**src/common/cache_pkg.sv**
```systemverilog
package cache_pkg;

  // 2-way, 256 sets, 16-byte lines
  localparam int way_cnt     = 2;
  localparam int set_idx_w   = 8;
  localparam int line_words  = 4;
  localparam int tag_w       = 20;
  localparam int data_addr_w = 10;

  typedef logic [1:0] word_idx_t;
  typedef logic       way_t;

  typedef struct packed {
    logic             valid;
    logic [tag_w-1:0] addr;
  } dcache_tag_t;

  typedef struct packed {
    logic               valid;
    logic [31:0]        addr;
    logic [31:0]        data;
    logic [3:0]         strobe;
    logic [1:0]         size;
    logic               uncached;
    logic [way_cnt-1:0] hit;
  } store_req_t;

  typedef struct packed {
    logic [31:0]                     addr;
    logic                            is_store;
    logic [31:0]                     data;
    logic [3:0]                      strobe;
    dcache_tag_t [way_cnt-1:0]       tags;
  } miss_req_t;

  typedef enum logic {
    op_read_refill,
    op_write_refill
  } miss_op_e;

  typedef struct packed {
    logic [data_addr_w-1:0]  data_waddr;
    logic [way_cnt-1:0][3:0] data_we;
    logic [31:0]             data_wdata;
    logic [set_idx_w-1:0]    tag_waddr;
    logic [way_cnt-1:0]      tag_we;
    dcache_tag_t             tag_wdata;
  } ram_wport_t;

  function automatic logic [set_idx_w-1:0] set_of(input logic [31:0] addr);
    return addr[11:4];
  endfunction

  // set index plus word offset
  function automatic logic [data_addr_w-1:0] word_addr_of(input logic [31:0] addr);
    return addr[11:2];
  endfunction

  function automatic logic [tag_w-1:0] tag_of(input logic [31:0] addr);
    return addr[31:12];
  endfunction

endpackage

```
**src/common/bus_pkg.sv**
```systemverilog
package bus_pkg;

  localparam logic [3:0] burst_single = 4'b0000;
  localparam logic [3:0] burst_line   = 4'b0011;
  localparam logic [1:0] size_word    = 2'b10;

  // address phase fields, then write data phase fields
  typedef struct packed {
    logic        valid;
    logic        write;
    logic [3:0]  burst_size;
    logic [1:0]  data_size;
    logic [31:0] addr;
    logic        data_ok;
    logic        data_last;
    logic [3:0]  data_strobe;
    logic [31:0] w_data;
  } cache_bus_req_t;

  typedef struct packed {
    logic        ready;
    logic        data_ok;
    logic        data_last;
    logic [31:0] r_data;
  } cache_bus_resp_t;

endpackage

```
**src/dirty_array.sv**
```systemverilog
`timescale 1ns/1ps

module dirty_array (
  input  logic                          clk,
  input  logic                          rst_n,
  input  logic [cache_pkg::set_idx_w-1:0] raddr_i,
  input  logic [cache_pkg::way_cnt-1:0]   we_i,
  input  logic [cache_pkg::set_idx_w-1:0] waddr_i,
  input  logic                          wdata_i,
  output logic [cache_pkg::way_cnt-1:0]   rdata_o
);
  import cache_pkg::*;

  logic [way_cnt-1:0] dirty_q [1 << set_idx_w];

  always_ff @(posedge clk) begin
    if (!rst_n) begin
      for (int i = 0; i < (1 << set_idx_w); i++) begin
        dirty_q[i] <= '0;
      end
      rdata_o <= '0;
    end else begin
      for (int w = 0; w < way_cnt; w++) begin
        if (we_i[w]) begin
          dirty_q[waddr_i][w] <= wdata_i;
        end
      end
      // old value on a same-set write
      rdata_o <= dirty_q[raddr_i];
    end
  end

endmodule

```
**src/lsu_wport/refill_op_reg.sv**
```systemverilog
`timescale 1ns/1ps

module refill_op_reg (
  input  logic                   clk,
  input  logic                   rst_n,
  input  logic                   miss_valid_i,
  input  cache_pkg::miss_req_t   miss_i,
  input  logic                   op_done_i,
  output logic                   miss_ready_o,
  output logic                   op_valid_o,
  output cache_pkg::miss_req_t   op_o,
  output cache_pkg::miss_op_e    op_type_o,
  output cache_pkg::way_t        victim_way_o,
  output cache_pkg::dcache_tag_t victim_tag_o
);
  import cache_pkg::*;

  logic        op_valid_q;
  way_t        rr_ptr_q;
  miss_req_t   op_q;
  miss_op_e    op_type_q;
  way_t        victim_q;
  dcache_tag_t victim_tag_q;
  logic        accept;

  assign accept = miss_valid_i && !op_valid_q;

  always_ff @(posedge clk) begin
    if (!rst_n) begin
      op_valid_q <= 1'b0;
      rr_ptr_q   <= 1'b0;
    end else if (accept) begin
      op_valid_q <= 1'b1;
      rr_ptr_q   <= ~rr_ptr_q;
    end else if (op_done_i) begin
      op_valid_q <= 1'b0;
    end
  end

  // victim tag comes from the set read that caused the miss
  always_ff @(posedge clk) begin
    if (accept) begin
      op_q         <= miss_i;
      op_type_q    <= miss_i.is_store ? op_write_refill : op_read_refill;
      victim_q     <= rr_ptr_q;
      victim_tag_q <= miss_i.tags[rr_ptr_q];
    end
  end

  assign miss_ready_o = !op_valid_q;
  assign op_valid_o   = op_valid_q;
  assign op_o         = op_q;
  assign op_type_o    = op_type_q;
  assign victim_way_o = victim_q;
  assign victim_tag_o = victim_tag_q;

endmodule

```
**src/lsu_wport/refill_fsm.sv**
```systemverilog
`timescale 1ns/1ps

module refill_fsm (
  input  logic                                clk,
  input  logic                                rst_n,
  input  logic                                op_valid_i,
  input  cache_pkg::miss_req_t                op_i,
  input  cache_pkg::miss_op_e                 op_type_i,
  input  cache_pkg::way_t                     victim_way_i,
  input  cache_pkg::dcache_tag_t              victim_tag_i,
  input  logic [cache_pkg::way_cnt-1:0]       victim_dirty_i,
  input  logic                                bus_busy_i,
  input  logic [31:0]                         victim_rdata_i,
  input  bus_pkg::cache_bus_resp_t            bus_resp_i,
  output bus_pkg::cache_bus_req_t             refill_req_o,
  output logic [cache_pkg::data_addr_w-1:0]   victim_raddr_o,
  output logic                                beat_we_o,
  output cache_pkg::word_idx_t                beat_word_o,
  output logic                                tag_update_o,
  output logic                                op_done_o
);
  import cache_pkg::*;
  import bus_pkg::*;

  typedef enum logic [2:0] {
    s_idle,
    s_wait_bus,
    s_wb_addr,
    s_wb_data,
    s_refill_addr,
    s_refill_data,
    s_tag_update
  } state_e;

  state_e      state_q;
  state_e      state_d;
  logic [2:0]  rd_cnt_q;
  logic        rd_pend_q;
  word_idx_t   rd_word_q;
  word_idx_t   beat_q;
  logic [31:0] line_buf_q [line_words];
  logic        fill_done;
  logic        victim_dirty;

  // victim line is read while waiting for the bus, dirty or not
  assign fill_done      = (rd_cnt_q == 3'(line_words)) && !rd_pend_q;
  assign victim_dirty   = victim_tag_i.valid && victim_dirty_i[victim_way_i];
  assign victim_raddr_o = {set_of(op_i.addr), rd_cnt_q[1:0]};

  always_comb begin
    state_d = state_q;
    case (state_q)
      s_idle: begin
        if (op_valid_i) begin
          state_d = s_wait_bus;
        end
      end
      s_wait_bus: begin
        if (fill_done && !bus_busy_i) begin
          state_d = victim_dirty ? s_wb_addr : s_refill_addr;
        end
      end
      s_wb_addr: begin
        if (bus_resp_i.ready) begin
          state_d = s_wb_data;
        end
      end
      s_wb_data: begin
        if (bus_resp_i.data_ok && beat_q == 2'd3) begin
          state_d = s_refill_addr;
        end
      end
      s_refill_addr: begin
        if (bus_resp_i.ready) begin
          state_d = s_refill_data;
        end
      end
      s_refill_data: begin
        if (bus_resp_i.data_ok && bus_resp_i.data_last) begin
          state_d = s_tag_update;
        end
      end
      default: begin
        state_d = s_idle;
      end
    endcase
  end

  always_ff @(posedge clk) begin
    if (!rst_n) begin
      state_q   <= s_idle;
      rd_cnt_q  <= '0;
      rd_pend_q <= 1'b0;
      beat_q    <= '0;
    end else begin
      state_q   <= state_d;
      rd_pend_q <= 1'b0;
      if (state_q == s_idle) begin
        rd_cnt_q <= '0;
      end else if (state_q == s_wait_bus && rd_cnt_q != 3'(line_words)) begin
        rd_cnt_q  <= rd_cnt_q + 3'd1;
        rd_pend_q <= 1'b1;
      end
      // one beat counter serves both bursts
      if (state_q != state_d) begin
        beat_q <= '0;
      end else if ((state_q == s_wb_data || state_q == s_refill_data) && bus_resp_i.data_ok) begin
        beat_q <= beat_q + 2'd1;
      end
    end
  end

  always_ff @(posedge clk) begin
    rd_word_q <= rd_cnt_q[1:0];
    if (rd_pend_q) begin
      line_buf_q[rd_word_q] <= victim_rdata_i;
    end
  end

  always_comb begin
    refill_req_o             = '0;
    refill_req_o.burst_size  = burst_line;
    refill_req_o.data_size   = size_word;
    refill_req_o.addr        = {tag_of(op_i.addr), set_of(op_i.addr), 4'b0000};
    refill_req_o.data_strobe = 4'hf;
    refill_req_o.w_data      = line_buf_q[beat_q];
    case (state_q)
      s_wb_addr: begin
        refill_req_o.valid = 1'b1;
        refill_req_o.write = 1'b1;
        refill_req_o.addr  = {victim_tag_i.addr, set_of(op_i.addr), 4'b0000};
      end
      s_wb_data: begin
        refill_req_o.data_ok   = 1'b1;
        refill_req_o.data_last = beat_q == 2'd3;
      end
      s_refill_addr: begin
        refill_req_o.valid = 1'b1;
        // store misses pass their byte lanes along with the read
        if (op_type_i == op_write_refill) begin
          refill_req_o.data_strobe = op_i.strobe;
        end
      end
      s_refill_data: begin
        refill_req_o.data_ok = 1'b1;
      end
      default: begin
      end
    endcase
  end

  assign beat_we_o    = (state_q == s_refill_data) && bus_resp_i.data_ok;
  assign beat_word_o  = beat_q;
  assign tag_update_o = state_q == s_tag_update;
  assign op_done_o    = state_q == s_tag_update;

endmodule

```
**src/lsu_wport/uncached_wbuf.sv**
```systemverilog
`timescale 1ns/1ps

module uncached_wbuf (
  input  logic                     clk,
  input  logic                     rst_n,
  input  cache_pkg::store_req_t    store_i,
  input  bus_pkg::cache_bus_req_t  refill_req_i,
  input  bus_pkg::cache_bus_resp_t bus_resp_i,
  output logic                     uc_ready_o,
  output logic                     bus_busy_o,
  output bus_pkg::cache_bus_req_t  bus_req_o
);
  import cache_pkg::*;
  import bus_pkg::*;

  localparam int depth = 4;

  typedef enum logic [1:0] {
    s_empty,
    s_addr,
    s_data
  } state_e;

  state_e         state_q;
  state_e         state_d;
  store_req_t     fifo_q [depth];
  store_req_t     head;
  logic [1:0]     wr_ptr_q;
  logic [1:0]     rd_ptr_q;
  logic           empty_q;
  logic           full_q;
  logic           push;
  logic           pop;
  logic           refill_active;
  cache_bus_req_t uc_req;

  assign head          = fifo_q[rd_ptr_q];
  assign push          = store_i.valid && store_i.uncached && !full_q;
  // entry leaves only once its data beat is taken
  assign pop           = (state_q == s_data) && bus_resp_i.data_ok;
  assign refill_active = refill_req_i.valid || refill_req_i.data_ok;
  assign uc_ready_o    = !full_q;
  assign bus_busy_o    = !empty_q;

  always_comb begin
    state_d = state_q;
    case (state_q)
      s_empty: begin
        if (!empty_q && !refill_active) begin
          state_d = s_addr;
        end
      end
      s_addr: begin
        if (bus_resp_i.ready) begin
          state_d = s_data;
        end
      end
      default: begin
        if (bus_resp_i.data_ok) begin
          state_d = s_empty;
        end
      end
    endcase
  end

  always_ff @(posedge clk) begin
    if (!rst_n) begin
      state_q  <= s_empty;
      wr_ptr_q <= '0;
      rd_ptr_q <= '0;
      empty_q  <= 1'b1;
      full_q   <= 1'b0;
    end else begin
      state_q <= state_d;
      if (push) begin
        wr_ptr_q <= wr_ptr_q + 2'd1;
      end
      if (pop) begin
        rd_ptr_q <= rd_ptr_q + 2'd1;
      end
      if (push && !pop) begin
        empty_q <= 1'b0;
        full_q  <= (wr_ptr_q + 2'd1) == rd_ptr_q;
      end else if (pop && !push) begin
        full_q  <= 1'b0;
        empty_q <= (rd_ptr_q + 2'd1) == wr_ptr_q;
      end
    end
  end

  always_ff @(posedge clk) begin
    if (push) begin
      fifo_q[wr_ptr_q] <= store_i;
    end
  end

  always_comb begin
    uc_req             = '0;
    uc_req.write       = 1'b1;
    uc_req.burst_size  = burst_single;
    uc_req.data_size   = head.size;
    uc_req.addr        = head.addr;
    uc_req.data_strobe = head.strobe;
    uc_req.w_data      = head.data;
    uc_req.valid       = state_q == s_addr;
    uc_req.data_ok     = state_q == s_data;
    uc_req.data_last   = state_q == s_data;
  end

  // refill traffic only reaches the bus while no entry is in flight
  assign bus_req_o = (state_q == s_empty) ? refill_req_i : uc_req;

endmodule

```
**src/lsu_wport/ram_write_ctrl.sv**
```systemverilog
`timescale 1ns/1ps

module ram_write_ctrl (
  input  logic                            miss_busy_i,
  input  cache_pkg::store_req_t           store_i,
  input  cache_pkg::miss_req_t            op_i,
  input  cache_pkg::miss_op_e             op_type_i,
  input  cache_pkg::way_t                 victim_way_i,
  input  logic                            beat_we_i,
  input  cache_pkg::word_idx_t            beat_word_i,
  input  logic                            tag_update_i,
  input  logic [31:0]                     refill_rdata_i,
  output cache_pkg::ram_wport_t           ram_wport_o,
  output logic [cache_pkg::way_cnt-1:0]   dirty_we_o,
  output logic [cache_pkg::set_idx_w-1:0] dirty_waddr_o,
  output logic                            dirty_wdata_o
);
  import cache_pkg::*;

  always_comb begin
    ram_wport_o            = '0;
    ram_wport_o.data_waddr = word_addr_of(store_i.addr);
    ram_wport_o.data_wdata = store_i.data;
    ram_wport_o.tag_waddr  = set_of(op_i.addr);
    ram_wport_o.tag_wdata  = {1'b1, tag_of(op_i.addr)};
    dirty_we_o             = '0;
    dirty_waddr_o          = set_of(store_i.addr);
    dirty_wdata_o          = 1'b1;
    if (!miss_busy_i) begin
      if (store_i.valid && !store_i.uncached) begin
        for (int w = 0; w < way_cnt; w++) begin
          ram_wport_o.data_we[w] = store_i.hit[w] ? store_i.strobe : 4'h0;
        end
        dirty_we_o = store_i.hit;
      end
    end else if (beat_we_i) begin
      ram_wport_o.data_we[victim_way_i] = 4'hf;
      ram_wport_o.data_waddr            = {set_of(op_i.addr), beat_word_i};
      ram_wport_o.data_wdata            = refill_rdata_i;
    end else if (tag_update_i) begin
      ram_wport_o.tag_we[victim_way_i] = 1'b1;
      dirty_we_o[victim_way_i]         = 1'b1;
      dirty_waddr_o                    = set_of(op_i.addr);
      dirty_wdata_o                    = op_type_i == op_write_refill;
      // store miss merges into the fresh line
      if (op_type_i == op_write_refill) begin
        ram_wport_o.data_we[victim_way_i] = op_i.strobe;
        ram_wport_o.data_waddr            = word_addr_of(op_i.addr);
        ram_wport_o.data_wdata            = op_i.data;
      end
    end
  end

endmodule

```
**src/lsu_wport/lsu_wport.sv**
```systemverilog
`timescale 1ns/1ps

module lsu_wport (
  input  logic                              clk,
  input  logic                              rst_n,
  input  cache_pkg::store_req_t             store_i,
  input  logic                              miss_valid_i,
  input  cache_pkg::miss_req_t              miss_i,
  input  logic [31:0]                       victim_rdata_i,
  input  bus_pkg::cache_bus_resp_t          bus_resp_i,
  output logic                              uc_ready_o,
  output logic                              miss_ready_o,
  output logic                              op_done_o,
  output cache_pkg::ram_wport_t             ram_wport_o,
  output logic [cache_pkg::data_addr_w-1:0] victim_raddr_o,
  output bus_pkg::cache_bus_req_t           bus_req_o
);
  import cache_pkg::*;
  import bus_pkg::*;

  logic                 op_valid;
  miss_req_t            op;
  miss_op_e             op_type;
  way_t                 victim_way;
  dcache_tag_t          victim_tag;
  logic [way_cnt-1:0]   dirty_rdata;
  logic [way_cnt-1:0]   dirty_we;
  logic [set_idx_w-1:0] dirty_waddr;
  logic                 dirty_wdata;
  cache_bus_req_t       refill_req;
  logic                 bus_busy;
  logic                 beat_we;
  word_idx_t            beat_word;
  logic                 tag_update;

  // dirty read follows the held miss set
  dirty_array u_dirty (
    .clk     (clk),
    .rst_n   (rst_n),
    .raddr_i (op.addr[11:4]),
    .we_i    (dirty_we),
    .waddr_i (dirty_waddr),
    .wdata_i (dirty_wdata),
    .rdata_o (dirty_rdata)
  );

  refill_op_reg u_op_reg (
    .clk          (clk),
    .rst_n        (rst_n),
    .miss_valid_i (miss_valid_i),
    .miss_i       (miss_i),
    .op_done_i    (op_done_o),
    .miss_ready_o (miss_ready_o),
    .op_valid_o   (op_valid),
    .op_o         (op),
    .op_type_o    (op_type),
    .victim_way_o (victim_way),
    .victim_tag_o (victim_tag)
  );

  refill_fsm u_fsm (
    .clk            (clk),
    .rst_n          (rst_n),
    .op_valid_i     (op_valid),
    .op_i           (op),
    .op_type_i      (op_type),
    .victim_way_i   (victim_way),
    .victim_tag_i   (victim_tag),
    .victim_dirty_i (dirty_rdata),
    .bus_busy_i     (bus_busy),
    .victim_rdata_i (victim_rdata_i),
    .bus_resp_i     (bus_resp_i),
    .refill_req_o   (refill_req),
    .victim_raddr_o (victim_raddr_o),
    .beat_we_o      (beat_we),
    .beat_word_o    (beat_word),
    .tag_update_o   (tag_update),
    .op_done_o      (op_done_o)
  );

  uncached_wbuf u_wbuf (
    .clk          (clk),
    .rst_n        (rst_n),
    .store_i      (store_i),
    .refill_req_i (refill_req),
    .bus_resp_i   (bus_resp_i),
    .uc_ready_o   (uc_ready_o),
    .bus_busy_o   (bus_busy),
    .bus_req_o    (bus_req_o)
  );

  ram_write_ctrl u_wctrl (
    .miss_busy_i    (op_valid),
    .store_i        (store_i),
    .op_i           (op),
    .op_type_i      (op_type),
    .victim_way_i   (victim_way),
    .beat_we_i      (beat_we),
    .beat_word_i    (beat_word),
    .tag_update_i   (tag_update),
    .refill_rdata_i (bus_resp_i.r_data),
    .ram_wport_o    (ram_wport_o),
    .dirty_we_o     (dirty_we),
    .dirty_waddr_o  (dirty_waddr),
    .dirty_wdata_o  (dirty_wdata)
  );

endmodule

```
**config.mk**
```make
export PLATFORM = sky130hd
export DESIGN_NAME = lsu_wport
export DESIGN_NICKNAME = d
export VERILOG_FILES = /design/src/common/cache_pkg.sv /design/src/common/bus_pkg.sv /design/src/dirty_array.sv /design/src/lsu_wport/refill_op_reg.sv /design/src/lsu_wport/refill_fsm.sv /design/src/lsu_wport/uncached_wbuf.sv /design/src/lsu_wport/ram_write_ctrl.sv /design/src/lsu_wport/lsu_wport.sv
export SDC_FILE = /design/constraint.sdc
export NUM_CORES = 2
export LEC_CHECK = 0
export BUFFER_PORTS_ARGS = -buffer_cell sky130_fd_sc_hd__buf_2
export CORE_ASPECT_RATIO = 1.1
export CORE_MARGIN = 2
export CORE_UTILIZATION = 46
export CTS_CLUSTER_DIAMETER = 30
export DETAILED_ROUTE_END_ITERATION = 10
export PLACE_DENSITY_LB_ADDON = 0.08
export SLEW_MARGIN = 10
export SYNTH_ARGS = -nofsm -noshare
export SYNTH_HDL_FRONTEND = slang
export SYNTH_SLANG_ARGS = --single-unit
```
**constraint.sdc**
```tcl
create_clock -name clk -period 15.5 [get_ports clk]
set_clock_uncertainty 0.1 [all_clocks]
set_input_delay 2.325 -clock clk [delete_from_list [all_inputs] [get_ports clk]]
set_output_delay 2.325 -clock clk [all_outputs]
set_load 0.01 [all_outputs]
```
==> flow_metrics.env <==
export IMPL_finalHoldViolations=0
export IMPL_synth_cell_types=75
export IMPL_min_path_type="flop to flop"
export IMPL_grt_pass1_vias=32800
export IMPL_syn_area_sq_um=47700
export IMPL_clock_path_buffers=3
export IMPL_rows=123
export IMPL_start_kind="input pin"
export IMPL_drt_total_wl_um=141000
export IMPL_die_height_um=342
export IMPL_end_kind="output pin"
export IMPL_start_util_pct=46.5
export IMPL_gr_usage_all_layers_pct=26.3
export IMPL_synthToLayoutAreaGrowth_pct=21.1
export IMPL_cap_violations=0
export IMPL_max_stage_delay_ps=560
export IMPL_cp_top_family="buffers and inverters"
export IMPL_die_x_um=311
export IMPL_synth_ff_type="edfxtp_1"
export IMPL_path_cells="buf_2 -> and3_2 -> buf_4 -> o21ai_4 -> buf_4 -> mux2_2 -> buf_2"
export IMPL_core_sq_um=103000
export IMPL_slew_headroom_pct=8.56
export IMPL_clkTransAtPathRegs_ps=40
export IMPL_syn_avg_cell_area_sq_um=13.6
export IMPL_postLayoutCoreUtil_pct=56.3
export IMPL_htreeDepth=4
export IMPL_n_fill_cell=8262
export IMPL_drc_errors=0
export IMPL_wl_per_cell_um=26.3
export IMPL_antenna_found_initial=15
export IMPL_first_iter_violations=3644
export IMPL_portBuffers=421
export IMPL_synth_area_leaders="edfxtp_1, mux4_2, o21ai_0, nor2_1, mux2i_1"
export IMPL_ys_seq_area_share_pct=64.6
export IMPL_synth_cells=3500
export IMPL_final_min_period_over_clock_period_pct=44.1
export IMPL_power_total_uw=8410
export IMPL_die_area_sq_um=106000
export IMPL_yosysWarnings=0
export IMPL_leakagePower_uw=0.0200
export IMPL_tightest_slew_ps=1370
export IMPL_pin_count=427
export IMPL_crit_type="input pin to output pin"
export IMPL_place_congestion=0.915
export IMPL_grt_pass1_wl_um=208000
export IMPL_synth_edff_count=1009
export IMPL_fin_crit_ps=6840
export IMPL_overflow=0
export IMPL_setup_viol=0
export IMPL_insertion_delay_ps=780
export IMPL_cts_sinks=1036
export IMPL_synth_top_cell_by_area="edfxtp_1"
export IMPL_synth_seq_cells=1036
export IMPL_yosysTopAreaCellShare_pct=63.5
export IMPL_vias=32200
export IMPL_fin_nets=4060
export IMPL_ctsHoldBuffers=0
export IMPL_outcome="finished clean"
export IMPL_ctsResizeCount=0
export IMPL_worstPathArrival_ps=4420
export IMPL_vias_per_cell=5.99
export IMPL_final_antenna_net_count=0
export IMPL_fmax_mhz=146
export IMPL_place_ws_ps=8630
export IMPL_rsz0062_at_grt="no"
export IMPL_drt_pass1_iterations=6
export IMPL_path_buf_inv=4
export IMPL_cts_tree="yes"
export IMPL_dpl_hpwl_um=82600
export IMPL_grt_max_degree=228
export IMPL_ir_worst_vdd_mv=0.112
export IMPL_crit_fanout=78
export IMPL_cts_made_buffers=221
export IMPL_slew_viol_final=0
export IMPL_cts_setup_buffers=0
export IMPL_synthArstFlopShare_pct=0
export IMPL_setup_slack_ps=8660
export IMPL_cts_root_buf="clkbuf_16"
export IMPL_cp_required_ps=13070
export IMPL_critPathSlowestCell="buf_4"
export IMPL_cellPowerDensity_nw_per_um2=146
export IMPL_setup_tns_ps=0
export IMPL_drive_gt1_share_pct=29.1
[final cells by class]
type / count / area, sq um / share of cell area (%)
clock buffers: 254 / 5740 / 9.93
well taps: 1375 / 1720 / 2.98
clock inverters: 163 / 1970 / 3.40
inverters: 19 / 71.3 / 0.123
flip-flops and latches: 1036 / 30800 / 53.4
multi-input cells: 2032 / 14800 / 25.6
diodes: 10 / 25.0 / 0.0433
repair buffers: 487 / 2640 / 4.56
[metrics by stage]
step                      cells  area, sq um  hold slack (ps)
after floorplan            3501        47700              268
after global placement     4949        50100              288
after detailed placement   4949        50100              296
after CTS                  5366        57800              303
after global routing       5373        57800              305
final                      5376        57800              298
[cells by family after synthesis]
group,count (synthesis),synth area share (%)
AO/OA/AOI/OAI,753,8.75
XOR/XNOR,11,0.202
adder cells (fa/ha/maj),8,0.210
buffers and inverters,433,4.67
flip-flops,1036,64.6
multiplexers,402,13.8
other,2,0.0157
AND/OR/NAND/NOR,855,7.79
[layer usage]
metal  wire, um  track usage [%]
met5         21                0
met2      70200             44.4
met1      53600             33.0
met4       5400             11.4
met3      12100             5.65
[worst paths after layout]
kind	endpoint	startpoint	cells past startpoint	slack, ps
setup reg to reg	u_dirty.dirty_q[0][0]$_SDFFCE_PN0P_	u_op_reg.op_valid_o$_SDFFE_PN0P_	8	10950
hold reg to reg	u_fsm.rd_word_q[0]$_DFF_P_	u_fsm.rd_cnt_q[0]$_SDFFE_PP0P_	0	300
setup / recovery	ram_wport_o[80]	bus_resp_i[33]	7	8660
hold / removal	u_fsm.rd_word_q[0]$_DFF_P_	u_fsm.rd_cnt_q[0]$_SDFFE_PP0P_	0	300
[state kept, by name (all words and copies together) (netlist names), 3 cells and up, named ones only]
| name | flops |
|---|---|
| u_fsm.rd_cnt_q | 3 |
| u_dirty.dirty_q | 512 |
| u_op_reg.victim_tag_o | 21 |
| u_op_reg.op_o | 66 |
| u_fsm.state_q | 3 |
| u_wbuf.fifo_q | 280 |
| u_fsm.line_buf_q | 128 |
[synthesized netlist by cell type (9+ instances only)]
| cell type | n |
|---|---|
| mux4_1 | 18 |
| o21ai_0 | 564 |
| clkbuf_1 | 233 |
| mux2i_1 | 139 |
| and2_1 | 19 |
| nor3_1 | 20 |
| or2_2 | 18 |
| and3_1 | 11 |
| nand2_4 | 10 |
| mux4_2 | 173 |
| nor2b_1 | 12 |
| dfxtp_1 | 27 |
| mux2_2 | 72 |
| a31oi_1 | 9 |
| nand2b_1 | 32 |
| o22ai_1 | 21 |
| nand2_1 | 103 |
| a21oi_1 | 54 |
| o221ai_1 | 28 |
| edfxtp_1 | 1009 |
| buf_6 | 24 |
| buf_2 | 77 |
| inv_1 | 18 |
| nor2_1 | 584 |
| buf_4 | 54 |
[worst register-to-register path, delay by kind of cell, from the launching register on]
kind                   cells  cell delay (ps)
AOI/OAI and AO/OA          1              330
buffers and inverters      2             1020
DFF                        1              930
and+or+nand+nor            5             1890
[where the power goes]
group / switching (uW) / leakage [uW] / internal (uW)
combinational: 272 / 0.00627 / 158
sequential: 29.0 / 0.0101 / 3160
clock: 1560 / 0.00365 / 3230
[layout by cell type (no fill, tap or decap), drive strengths merged, types with 54 or more instances in the layout]
cell / Yosys / layout
a21oi: 54 / 54
buf: 170 / 487
clkbuf: 242 / 254
clkinv: 1 / 73
edfxtp: 1009 / 1009
mux2: 72 / 72
mux2i: 139 / 139
mux4: 191 / 191
nand2: 113 / 113
nor2: 588 / 588
o21ai: 569 / 569
Note: power is estimated with default switching activity, not from simulation.
